**src/decode_pkg.sv**
```systemverilog
// Shared RV32 decode encodings; operation codes are 4 bits and are meaningful only with ex_type
package decode_pkg;

    localparam int XLEN     = 32;
    localparam int REG_BITS = 5;
    localparam int OP_BITS  = 4;

    typedef enum logic [1:0] {
        EX_ALU = 2'd0,
        EX_LSU = 2'd1,
        EX_SFU = 2'd2
    } ex_type_e;

    typedef enum logic {
        ALU_ARITH  = 1'b0,
        ALU_BRANCH = 1'b1
    } alu_xtype_e;

    // Selects the bit-field layout in imm_gen
    typedef enum logic [3:0] {
        IMM_NONE = 4'd0,
        IMM_I    = 4'd1,
        IMM_ISH  = 4'd2,
        IMM_S    = 4'd3,
        IMM_B    = 4'd4,
        IMM_U    = 4'd5,
        IMM_J    = 4'd6,
        IMM_FOUR = 4'd7,
        IMM_CSR  = 4'd8
    } imm_fmt_e;

    // ALU arithmetic ops
    localparam logic [OP_BITS-1:0] ALU_ADD   = 4'd0;
    localparam logic [OP_BITS-1:0] ALU_SUB   = 4'd1;
    localparam logic [OP_BITS-1:0] ALU_SLL   = 4'd2;
    localparam logic [OP_BITS-1:0] ALU_SLT   = 4'd3;
    localparam logic [OP_BITS-1:0] ALU_SLTU  = 4'd4;
    localparam logic [OP_BITS-1:0] ALU_XOR   = 4'd5;
    localparam logic [OP_BITS-1:0] ALU_SRL   = 4'd6;
    localparam logic [OP_BITS-1:0] ALU_SRA   = 4'd7;
    localparam logic [OP_BITS-1:0] ALU_OR    = 4'd8;
    localparam logic [OP_BITS-1:0] ALU_AND   = 4'd9;
    localparam logic [OP_BITS-1:0] ALU_LUI   = 4'd10;
    localparam logic [OP_BITS-1:0] ALU_AUIPC = 4'd11;

    // ALU branch ops, including the system returns
    localparam logic [OP_BITS-1:0] BR_EQ     = 4'd0;
    localparam logic [OP_BITS-1:0] BR_NE     = 4'd1;
    localparam logic [OP_BITS-1:0] BR_LT     = 4'd2;
    localparam logic [OP_BITS-1:0] BR_GE     = 4'd3;
    localparam logic [OP_BITS-1:0] BR_LTU    = 4'd4;
    localparam logic [OP_BITS-1:0] BR_GEU    = 4'd5;
    localparam logic [OP_BITS-1:0] BR_JAL    = 4'd6;
    localparam logic [OP_BITS-1:0] BR_JALR   = 4'd7;
    localparam logic [OP_BITS-1:0] BR_ECALL  = 4'd8;
    localparam logic [OP_BITS-1:0] BR_EBREAK = 4'd9;
    localparam logic [OP_BITS-1:0] BR_URET   = 4'd10;
    localparam logic [OP_BITS-1:0] BR_SRET   = 4'd11;
    localparam logic [OP_BITS-1:0] BR_MRET   = 4'd12;

    // SFU ops; CSR ops are consecutive in func3 order
    localparam logic [OP_BITS-1:0] SFU_TMC    = 4'd0;
    localparam logic [OP_BITS-1:0] SFU_WSPAWN = 4'd1;
    localparam logic [OP_BITS-1:0] SFU_SPLIT  = 4'd2;
    localparam logic [OP_BITS-1:0] SFU_JOIN   = 4'd3;
    localparam logic [OP_BITS-1:0] SFU_BAR    = 4'd4;
    localparam logic [OP_BITS-1:0] SFU_PRED   = 4'd5;
    localparam logic [OP_BITS-1:0] SFU_CSRRW  = 4'd6;
    localparam logic [OP_BITS-1:0] SFU_CSRRS  = 4'd7;
    localparam logic [OP_BITS-1:0] SFU_CSRRC  = 4'd8;

    // Loads are {0, func3}, stores {1, func3}
    localparam logic [OP_BITS-1:0] LSU_FENCE = 4'd15;

    localparam logic [6:0] OPC_I     = 7'b0010011;
    localparam logic [6:0] OPC_R     = 7'b0110011;
    localparam logic [6:0] OPC_LUI   = 7'b0110111;
    localparam logic [6:0] OPC_AUIPC = 7'b0010111;
    localparam logic [6:0] OPC_JAL   = 7'b1101111;
    localparam logic [6:0] OPC_JALR  = 7'b1100111;
    localparam logic [6:0] OPC_B     = 7'b1100011;
    localparam logic [6:0] OPC_L     = 7'b0000011;
    localparam logic [6:0] OPC_S     = 7'b0100011;
    localparam logic [6:0] OPC_FENCE = 7'b0001111;
    localparam logic [6:0] OPC_SYS   = 7'b1110011;
    localparam logic [6:0] OPC_EXT1  = 7'b0001011;

    // CSR ops: imm[11:0] is the address, imm[16:12] the zimm
    typedef struct packed {
        alu_xtype_e       xtype;
        logic             use_pc;
        logic             use_imm;
        logic             is_store;
        logic             is_neg;
        logic [XLEN-1:0]  imm;
    } op_args_t;

endpackage

```
**src/imm_gen.sv**
```systemverilog
// Immediate is only valid for the format picked by op_decoder; CSR packing is unsigned
module imm_gen import decode_pkg::*; (
    input  logic [31:0]     instr,
    input  imm_fmt_e        imm_fmt,
    output logic [XLEN-1:0] imm
);

    always_comb begin
        case (imm_fmt)
            IMM_I: begin
                imm = {{20{instr[31]}}, instr[31:20]};
            end
            IMM_ISH: begin
                // Shift amount only, func7 bits are not part of it
                imm = {27'b0, instr[24:20]};
            end
            IMM_S: begin
                imm = {{20{instr[31]}}, instr[31:25], instr[11:7]};
            end
            IMM_B: begin
                imm = {{19{instr[31]}}, instr[31], instr[7], instr[30:25],
                       instr[11:8], 1'b0};
            end
            IMM_U: begin
                imm = {instr[31:12], 12'b0};
            end
            IMM_J: begin
                imm = {{11{instr[31]}}, instr[31], instr[19:12], instr[20],
                       instr[30:21], 1'b0};
            end
            IMM_FOUR: begin
                // Return address offset for system ops
                imm = 32'd4;
            end
            IMM_CSR: begin
                // zimm above the 12-bit CSR address
                imm = {15'b0, instr[19:15], instr[31:20]};
            end
            default: begin
                imm = '0;
            end
        endcase
    end

endmodule

```
**src/op_decoder.sv**
```systemverilog
// RV32I and warp control only; unlisted encodings give ALU ADD, no registers, no stall
module op_decoder import decode_pkg::*; (
    input  logic [31:0]         instr,
    output ex_type_e            ex_type,
    output logic [OP_BITS-1:0]  op_type,
    output op_args_t            args,
    output imm_fmt_e            imm_fmt,
    output logic [REG_BITS-1:0] rd,
    output logic [REG_BITS-1:0] rs1,
    output logic [REG_BITS-1:0] rs2,
    output logic                wb,
    output logic                is_wstall
);

    // Highest floating-point CSR address
    localparam logic [11:0] FCSR_ADDR = 12'h003;

    logic [6:0]         opcode;
    logic [2:0]         func3;
    logic [6:0]         func7;
    logic [11:0]        u_12;
    logic [4:0]         rd_f;
    logic [4:0]         rs1_f;
    logic [4:0]         rs2_f;
    logic               is_itype_sh;
    logic [OP_BITS-1:0] alu_op;
    logic [OP_BITS-1:0] br_op;
    logic               br_known;
    logic [OP_BITS-1:0] sys_op;
    logic               sys_known;
    logic               use_rd;
    logic               use_rs1;
    logic               use_rs2;

    assign opcode = instr[6:0];
    assign func3  = instr[14:12];
    assign func7  = instr[31:25];
    assign u_12   = instr[31:20];
    assign rd_f   = instr[11:7];
    assign rs1_f  = instr[19:15];
    assign rs2_f  = instr[24:20];

    // SLLI and SRLI/SRAI carry a shift amount
    assign is_itype_sh = func3[0] && !func3[1];

    always_comb begin
        case (func3)
            3'h0: alu_op = (opcode == OPC_R && func7[5]) ? ALU_SUB : ALU_ADD;
            3'h1: alu_op = ALU_SLL;
            3'h2: alu_op = ALU_SLT;
            3'h3: alu_op = ALU_SLTU;
            3'h4: alu_op = ALU_XOR;
            3'h5: alu_op = func7[5] ? ALU_SRA : ALU_SRL;
            3'h6: alu_op = ALU_OR;
            default: alu_op = ALU_AND;
        endcase
    end

    always_comb begin
        br_known = 1'b1;
        case (func3)
            3'h0: br_op = BR_EQ;
            3'h1: br_op = BR_NE;
            3'h4: br_op = BR_LT;
            3'h5: br_op = BR_GE;
            3'h6: br_op = BR_LTU;
            3'h7: br_op = BR_GEU;
            default: begin
                br_op    = BR_EQ;
                br_known = 1'b0;
            end
        endcase
    end

    always_comb begin
        sys_known = 1'b1;
        case (u_12)
            12'h000: sys_op = BR_ECALL;
            12'h001: sys_op = BR_EBREAK;
            12'h002: sys_op = BR_URET;
            12'h102: sys_op = BR_SRET;
            12'h302: sys_op = BR_MRET;
            default: begin
                sys_op    = BR_ECALL;
                sys_known = 1'b0;
            end
        endcase
    end

    always_comb begin
        ex_type   = EX_ALU;
        op_type   = ALU_ADD;
        args      = '0;
        imm_fmt   = IMM_NONE;
        use_rd    = 1'b0;
        use_rs1   = 1'b0;
        use_rs2   = 1'b0;
        is_wstall = 1'b0;

        case (opcode)
            OPC_I: begin
                op_type      = alu_op;
                args.use_imm = 1'b1;
                imm_fmt      = is_itype_sh ? IMM_ISH : IMM_I;
                use_rd       = 1'b1;
                use_rs1      = 1'b1;
            end
            OPC_R: begin
                op_type = alu_op;
                use_rd  = 1'b1;
                use_rs1 = 1'b1;
                use_rs2 = 1'b1;
            end
            OPC_LUI, OPC_AUIPC: begin
                op_type      = opcode[5] ? ALU_LUI : ALU_AUIPC;
                args.use_pc  = !opcode[5];
                args.use_imm = 1'b1;
                imm_fmt      = IMM_U;
                use_rd       = 1'b1;
            end
            OPC_JAL, OPC_JALR: begin
                op_type      = opcode[3] ? BR_JAL : BR_JALR;
                args.xtype   = ALU_BRANCH;
                args.use_pc  = opcode[3];
                args.use_imm = 1'b1;
                imm_fmt      = opcode[3] ? IMM_J : IMM_I;
                use_rd       = 1'b1;
                use_rs1      = !opcode[3];
                is_wstall    = 1'b1;
            end
            OPC_B: begin
                if (br_known) begin
                    op_type      = br_op;
                    args.xtype   = ALU_BRANCH;
                    args.use_pc  = 1'b1;
                    args.use_imm = 1'b1;
                    imm_fmt      = IMM_B;
                    use_rs1      = 1'b1;
                    use_rs2      = 1'b1;
                    is_wstall    = 1'b1;
                end
            end
            OPC_L, OPC_S: begin
                ex_type       = EX_LSU;
                op_type       = {opcode[5], func3};
                args.is_store = opcode[5];
                imm_fmt       = opcode[5] ? IMM_S : IMM_I;
                use_rd        = !opcode[5];
                use_rs1       = 1'b1;
                use_rs2       = opcode[5];
            end
            OPC_FENCE: begin
                ex_type = EX_LSU;
                op_type = LSU_FENCE;
            end
            OPC_SYS: begin
                if (func3[1:0] != 2'b00) begin
                    ex_type      = EX_SFU;
                    op_type      = SFU_CSRRW + OP_BITS'(func3[1:0] - 2'd1);
                    args.use_imm = func3[2];
                    imm_fmt      = IMM_CSR;
                    use_rd       = 1'b1;
                    use_rs1      = !func3[2];
                    // Only FPU CSRs hold the warp
                    is_wstall    = (u_12 <= FCSR_ADDR);
                end else if (func3 == 3'b000 && sys_known) begin
                    op_type      = sys_op;
                    args.xtype   = ALU_BRANCH;
                    args.use_pc  = 1'b1;
                    args.use_imm = 1'b1;
                    imm_fmt      = IMM_FOUR;
                    use_rd       = 1'b1;
                    is_wstall    = 1'b1;
                end
            end
            OPC_EXT1: begin
                if (func7 == 7'h00 && func3 <= 3'd5) begin
                    ex_type   = EX_SFU;
                    op_type   = SFU_TMC + OP_BITS'(func3);
                    use_rs1   = 1'b1;
                    is_wstall = 1'b1;
                    // WSPAWN, BAR and PRED read rs2
                    use_rs2   = (func3 == 3'd1) || (func3 == 3'd4) || (func3 == 3'd5);
                    if (func3 == 3'd2) begin
                        use_rd      = 1'b1;
                        args.is_neg = rs2_f[0];
                    end
                    if (func3 == 3'd5) begin
                        args.is_neg = rd_f[0];
                    end
                end
            end
            default: ;
        endcase
    end

    assign rd  = use_rd  ? rd_f  : '0;
    assign rs1 = use_rs1 ? rs1_f : '0;
    assign rs2 = use_rs2 ? rs2_f : '0;

    // x0 writes are dropped here
    assign wb = use_rd && (rd != '0);

    // LSU ops never resolve control flow
    always_comb begin
        assert (!(is_wstall && ex_type == EX_LSU))
            else $error("op_decoder: warp stall on LSU op, instr 0x%08h", instr);
    end

endmodule

```
**src/stage_buffer.sv**
```systemverilog
// One-entry buffer; ready_in depends combinationally on ready_out, so no bubble at full rate
module stage_buffer #(
    parameter int DATA_WIDTH = 32
) (
    input  logic                  clk,
    input  logic                  reset,
    input  logic                  valid_in,
    input  logic [DATA_WIDTH-1:0] data_in,
    output logic                  ready_in,
    output logic                  valid_out,
    output logic [DATA_WIDTH-1:0] data_out,
    input  logic                  ready_out
);

    logic                  full;
    logic [DATA_WIDTH-1:0] payload;

    // Accept while empty or while the held item leaves
    assign ready_in = !full || ready_out;

    always_ff @(posedge clk) begin
        if (reset) begin
            full <= 1'b0;
        end else if (ready_in) begin
            full <= valid_in;
        end
    end

    always_ff @(posedge clk) begin
        if (valid_in && ready_in) begin
            payload <= data_in;
        end
    end

    assign valid_out = full;
    assign data_out  = payload;

    // Stalled output holds until taken
    property p_hold_when_stalled;
        @(posedge clk) disable iff (reset)
            (valid_out && !ready_out) |=> (valid_out && $stable(data_out));
    endproperty

    a_hold_when_stalled: assert property (p_hold_when_stalled)
        else $error("stage_buffer: output changed while stalled");

endmodule

```
**src/warp_decode.sv**
```systemverilog
// Decode stage for RV32 warps; NUM_WARPS must be at least 2 so the warp id has a bit
module warp_decode import decode_pkg::*; #(
    parameter int NUM_WARPS   = 4,
    parameter int NUM_THREADS = 4,
    parameter int UUID_WIDTH  = 8,
    localparam int WID_WIDTH  = $clog2(NUM_WARPS)
) (
    input  logic                   clk,
    input  logic                   reset,

    input  logic                   fetch_valid,
    output logic                   fetch_ready,
    input  logic [UUID_WIDTH-1:0]  fetch_uuid,
    input  logic [WID_WIDTH-1:0]   fetch_wid,
    input  logic [NUM_THREADS-1:0] fetch_tmask,
    input  logic [XLEN-1:0]        fetch_pc,
    input  logic [31:0]            fetch_instr,

    output logic                   decode_valid,
    input  logic                   decode_ready,
    output logic [UUID_WIDTH-1:0]  decode_uuid,
    output logic [WID_WIDTH-1:0]   decode_wid,
    output logic [NUM_THREADS-1:0] decode_tmask,
    output logic [XLEN-1:0]        decode_pc,
    output ex_type_e               decode_ex_type,
    output logic [OP_BITS-1:0]     decode_op_type,
    output op_args_t               decode_op_args,
    output logic                   decode_wb,
    output logic [REG_BITS-1:0]    decode_rd,
    output logic [REG_BITS-1:0]    decode_rs1,
    output logic [REG_BITS-1:0]    decode_rs2,

    output logic                   sched_valid,
    output logic [WID_WIDTH-1:0]   sched_wid,
    output logic                   sched_is_wstall
);

    localparam int DATA_WIDTH = UUID_WIDTH + WID_WIDTH + NUM_THREADS + XLEN
                              + $bits(ex_type_e) + OP_BITS + $bits(op_args_t)
                              + 1 + 3 * REG_BITS;

    ex_type_e                 dec_ex_type;
    logic [OP_BITS-1:0]       dec_op_type;
    op_args_t                 dec_args;
    imm_fmt_e                 dec_imm_fmt;
    logic [REG_BITS-1:0]      dec_rd;
    logic [REG_BITS-1:0]      dec_rs1;
    logic [REG_BITS-1:0]      dec_rs2;
    logic                     dec_wb;
    logic                     dec_is_wstall;
    logic [XLEN-1:0]          dec_imm;
    op_args_t                 merged_args;
    logic [DATA_WIDTH-1:0]    buf_in;
    logic [DATA_WIDTH-1:0]    buf_out;
    logic [$bits(ex_type_e)-1:0] out_ex_type;

    op_decoder u_op_decoder (
        .instr     (fetch_instr),
        .ex_type   (dec_ex_type),
        .op_type   (dec_op_type),
        .args      (dec_args),
        .imm_fmt   (dec_imm_fmt),
        .rd        (dec_rd),
        .rs1       (dec_rs1),
        .rs2       (dec_rs2),
        .wb        (dec_wb),
        .is_wstall (dec_is_wstall)
    );

    imm_gen u_imm_gen (
        .instr   (fetch_instr),
        .imm_fmt (dec_imm_fmt),
        .imm     (dec_imm)
    );

    always_comb begin
        merged_args     = dec_args;
        merged_args.imm = dec_imm;
    end

    assign buf_in = {fetch_uuid, fetch_wid, fetch_tmask, fetch_pc, dec_ex_type,
                     dec_op_type, merged_args, dec_wb, dec_rd, dec_rs1, dec_rs2};

    stage_buffer #(
        .DATA_WIDTH (DATA_WIDTH)
    ) u_stage_buffer (
        .clk       (clk),
        .reset     (reset),
        .valid_in  (fetch_valid),
        .data_in   (buf_in),
        .ready_in  (fetch_ready),
        .valid_out (decode_valid),
        .data_out  (buf_out),
        .ready_out (decode_ready)
    );

    assign {decode_uuid, decode_wid, decode_tmask, decode_pc, out_ex_type, decode_op_type,
            decode_op_args, decode_wb, decode_rd, decode_rs1, decode_rs2} = buf_out;
    assign decode_ex_type = ex_type_e'(out_ex_type);

    // Scheduler sees the stall in the same cycle the instruction is taken
    assign sched_valid     = fetch_valid && fetch_ready;
    assign sched_wid       = fetch_wid;
    assign sched_is_wstall = dec_is_wstall;

endmodule

```
**config.mk**
```make
export PLATFORM = sky130hd
export DESIGN_NAME = warp_decode
export DESIGN_NICKNAME = d
export VERILOG_FILES = /design/src/decode_pkg.sv /design/src/imm_gen.sv /design/src/op_decoder.sv /design/src/stage_buffer.sv /design/src/warp_decode.sv
export SDC_FILE = /design/constraint.sdc
export NUM_CORES = 1
export LEC_CHECK = 0
export BUFFER_PORTS_ARGS = -buffer_cell sky130_fd_sc_hd__buf_2
export CAP_MARGIN = 20
export CORE_AREA = 3 3 103 105
export CTS_CLUSTER_DIAMETER = 150
export DETAILED_ROUTE_END_ITERATION = 7
export DIE_AREA = 0 0 106 108
export PLACE_DENSITY = 0.79
export SLEW_MARGIN = 5
export SYNTH_ARGS = -nofsm -noshare
export SYNTH_HDL_FRONTEND = slang
export SYNTH_SLANG_ARGS = --single-unit
```
**constraint.sdc**
```tcl
create_clock -name clk -period 6 [get_ports clk]
set_input_delay 1.2 -clock clk [delete_from_list [all_inputs] [get_ports clk]]
set_output_delay 1.2 -clock clk [all_outputs]
set_load 0.02 [all_outputs]
```
==> impl_metrics.py <==
metrics = {
    "status": {
        "status": "complete, no violations",
    },
    "synth": {
        "synth-edff-count": 105,
        "ys_seq_elements": 106,
        "post_synth.cell_area_avg_sq_um": 13.44,
        "ys.warnings.count": 0,
        "synthCells": 347,
        "ys.flop_type": "edfxtp_1",
        "seq_area_frac_synth_pct": 68.04,
        "synthArstFlopShare_pct": 0,
        "netlist_area_sq_mm": 0.004663,
        "synthDistinctLibCells": 58,
        "syn_nets": 429,
    },
    "layout": {
        "nFillCells": 798,
        "mostFrequentLayoutCells": "192 x buf_2, 105 x edfxtp_1, 24 x nor2_1, 21 x o21ai_0",
        "drive_gt1_share_pct": 40.89,
        "final_common_cell": "buf_2",
        "num_antenna_cells": 0,
        "final_area_sq_mm": 0.005858,
        "area_delta_synth_final_pct": 25.62,
        "nNetsFinal": 615,
    },
    "worst_setup_path": {
        "arrival_ps": 2760,
        "end_kind": "output pin",
        "required_ps": 4800,
        "crit_type": "in -> out",
        "worstPathMaxFanout": 4,
        "cp-start-kind": "input pin",
    },
    "die": {
        "start_util_pct": 47.93,
        "dieArea_sq_mm": 0.01145,
        "fp-row-count": 36,
        "die_y_um": 108,
        "coreArea_sq_mm": 0.009729,
        "io_pins": 193,
        "die_width_um": 106,
    },
    "route": {
        "wl_um": 13070,
        "ant_nets": 0,
        "dr_total_vias": 3638,
        "routedWlPerCell_um": 19.48,
        "drc": 0,
        "dr.pass1.iters": 5,
        "dr.first_iter.drc_count": 300,
        "viasPerCell": 5.422,
    },
    "timing": {
        "slew_headroom_pct": 46.57,
        "finalMaxSlewViolations": 0,
        "fin_tns_setup_ps": 0,
        "rsz0062_at_grt": "no",
        "fmax_ghz": 0.2527,
        "period_share_pct": 65.96,
        "skew_ps": 8.859,
        "worst_slew_pin_slew_ps": 801.5,
        "finalCriticalPeriod_ps": 3957,
        "setup_viol": 0,
        "hold_viol": 0,
    },
    "clocking": {
        "numCtsBuffers": 9,
        "path_clk_slew_ps": 90,
        "cts-root-buf": "clkbuf_8",
        "cts_buffer_depth": 2,
        "cts_tree": "yes",
        "h-tree-depth": 3,
        "hold_buffers": 0,
        "cts_post_setup_buffers_inserted": 0,
        "post_cts_resized": 0,
        "cts.sinks": 106,
        "insertion_delay_ps": 350,
    },
    "global_route": {
        "first_global_vias": 3497,
        "antenna_found_initial": 0,
        "grt_use_total_pct": 22.46,
        "grt_pass1_wl_um": 19370,
        "overflow": 0,
        "grt_max_degree": 69,
    },
    "pwr": {
        "pwr_density_cell_mw_per_mm2": 248.6,
        "ir_drop_uv": 104.7,
        "leakagePower_uw": 0.002525,
        "power_uw": 1456,
    },
    "placement": {
        "dp_hpwl_um": 9937,
        "numPortBuffers": 192,
        "place_area_sq_mm": 0.005697,
        "gp_congestion": 0.9117,
    },
    "run": {
        "drv_cap": 0,
    },
    "worst_hold_path": {
        "hold_class": "reg -> reg",
    },
}
[layer usage]
metal | vias to the layer above | global-route usage [%] | share of wire (%)
met3 | 16 | 6.925 | 10
li1 | 1687 | - | -
met4 | 0 | 7.123 | 1.6
met5 | - | 0 | 0
met2 | 192 | 40.62 | 52
met1 | 1743 | 25.56 | 36
[report_power, final]
part           switching, uW  total [uW]  leakage [uW]  internal (uW)
logic                    147         214       0.00140           66.9
registers               10.2         871       0.00104            860
clock network            221         371     0.0000828            150
total                    379        1460       0.00253           1080
[worst max-delay path: stages]
cell,delay (ps)
buf_2,120
nor3_1,380
nand3_1,180
o21ai_0,330
nand2_1,150
o211ai_1,190
buf_2,200
[area by class of cell]
cell class,count,area (sq um),area share [%]
Sequential cell,106,3173,54.16
Multi-Input combinational cell,216,1359,23.20
Timing Repair Buffer,194,975.9,16.66
Tap cell,133,166.4,2.841
Clock buffer,11,131.4,2.243
Clock inverter,5,30.03,0.5126
Inverter,6,22.52,0.3845
[Yosys cell counts (3+ instances only)]
cell type / instances / area (sq um)
nor2b_1: 14 / 87.58
a21o_1: 16 / 120.1
o21ai_0: 21 / 105.1
nand3_1: 10 / 50.05
nor2_1: 24 / 90.09
nor3_1: 9 / 45.04
edfxtp_1: 105 / 3153
buf_6: 3 / 33.78
inv_1: 6 / 22.52
nand2_1: 20 / 75.07
clkbuf_1: 5 / 18.77
and2_1: 14 / 87.58
a21oi_1: 20 / 100.1
a221o_1: 5 / 50.05
nand2b_1: 8 / 50.05
a22o_1: 4 / 35.03
buf_2: 7 / 35.03
[worst paths after layout]
path	slack, ps	to	startpoint	depth (start not counted)
worst max-delay path	2040	sched_is_wstall	fetch_instr[23]	7
worst min-delay path	560	u_stage_buffer.valid_out$_SDFFE_PP0N_	u_stage_buffer.valid_out$_SDFFE_PP0N_	2
worst max register to register	3880	u_stage_buffer.data_out[18]$_DFFE_PP_	u_stage_buffer.valid_out$_SDFFE_PP0N_	3
worst min register to register	560	u_stage_buffer.valid_out$_SDFFE_PP0N_	u_stage_buffer.valid_out$_SDFFE_PP0N_	2
[sequential cells by signal, indices dropped and copies added, names as in the netlist]
signal	cells
u_stage_buffer.data_out	105
u_stage_buffer.valid_out	1
[cells by family after synthesis]
group           Yosys count  share of synthesized area, %
buf+inv                  25                         2.871
xor+xnor                  1                        0.1879
flops                   106                         68.04
simple gates            126                         15.78
mux                       2                        0.4561
compound gates           87                         12.66
[through the flow]
stage / cells / util, % / hold slack, ps / setup slack [ps]
floorplan: 347 / - / 729.0 / 742.2
global placement: 655 / 58.55 / 515.5 / 2136
detailed placement: 655 / 58.55 / 531.0 / 2079
CTS: 671 / 60.21 / 548.0 / 2072
global route: 671 / 60.21 / 590.0 / 1961
finish: 671 / 60.21 / 561.2 / 2043
No activity file was read; power rests on OpenSTA's default activity.
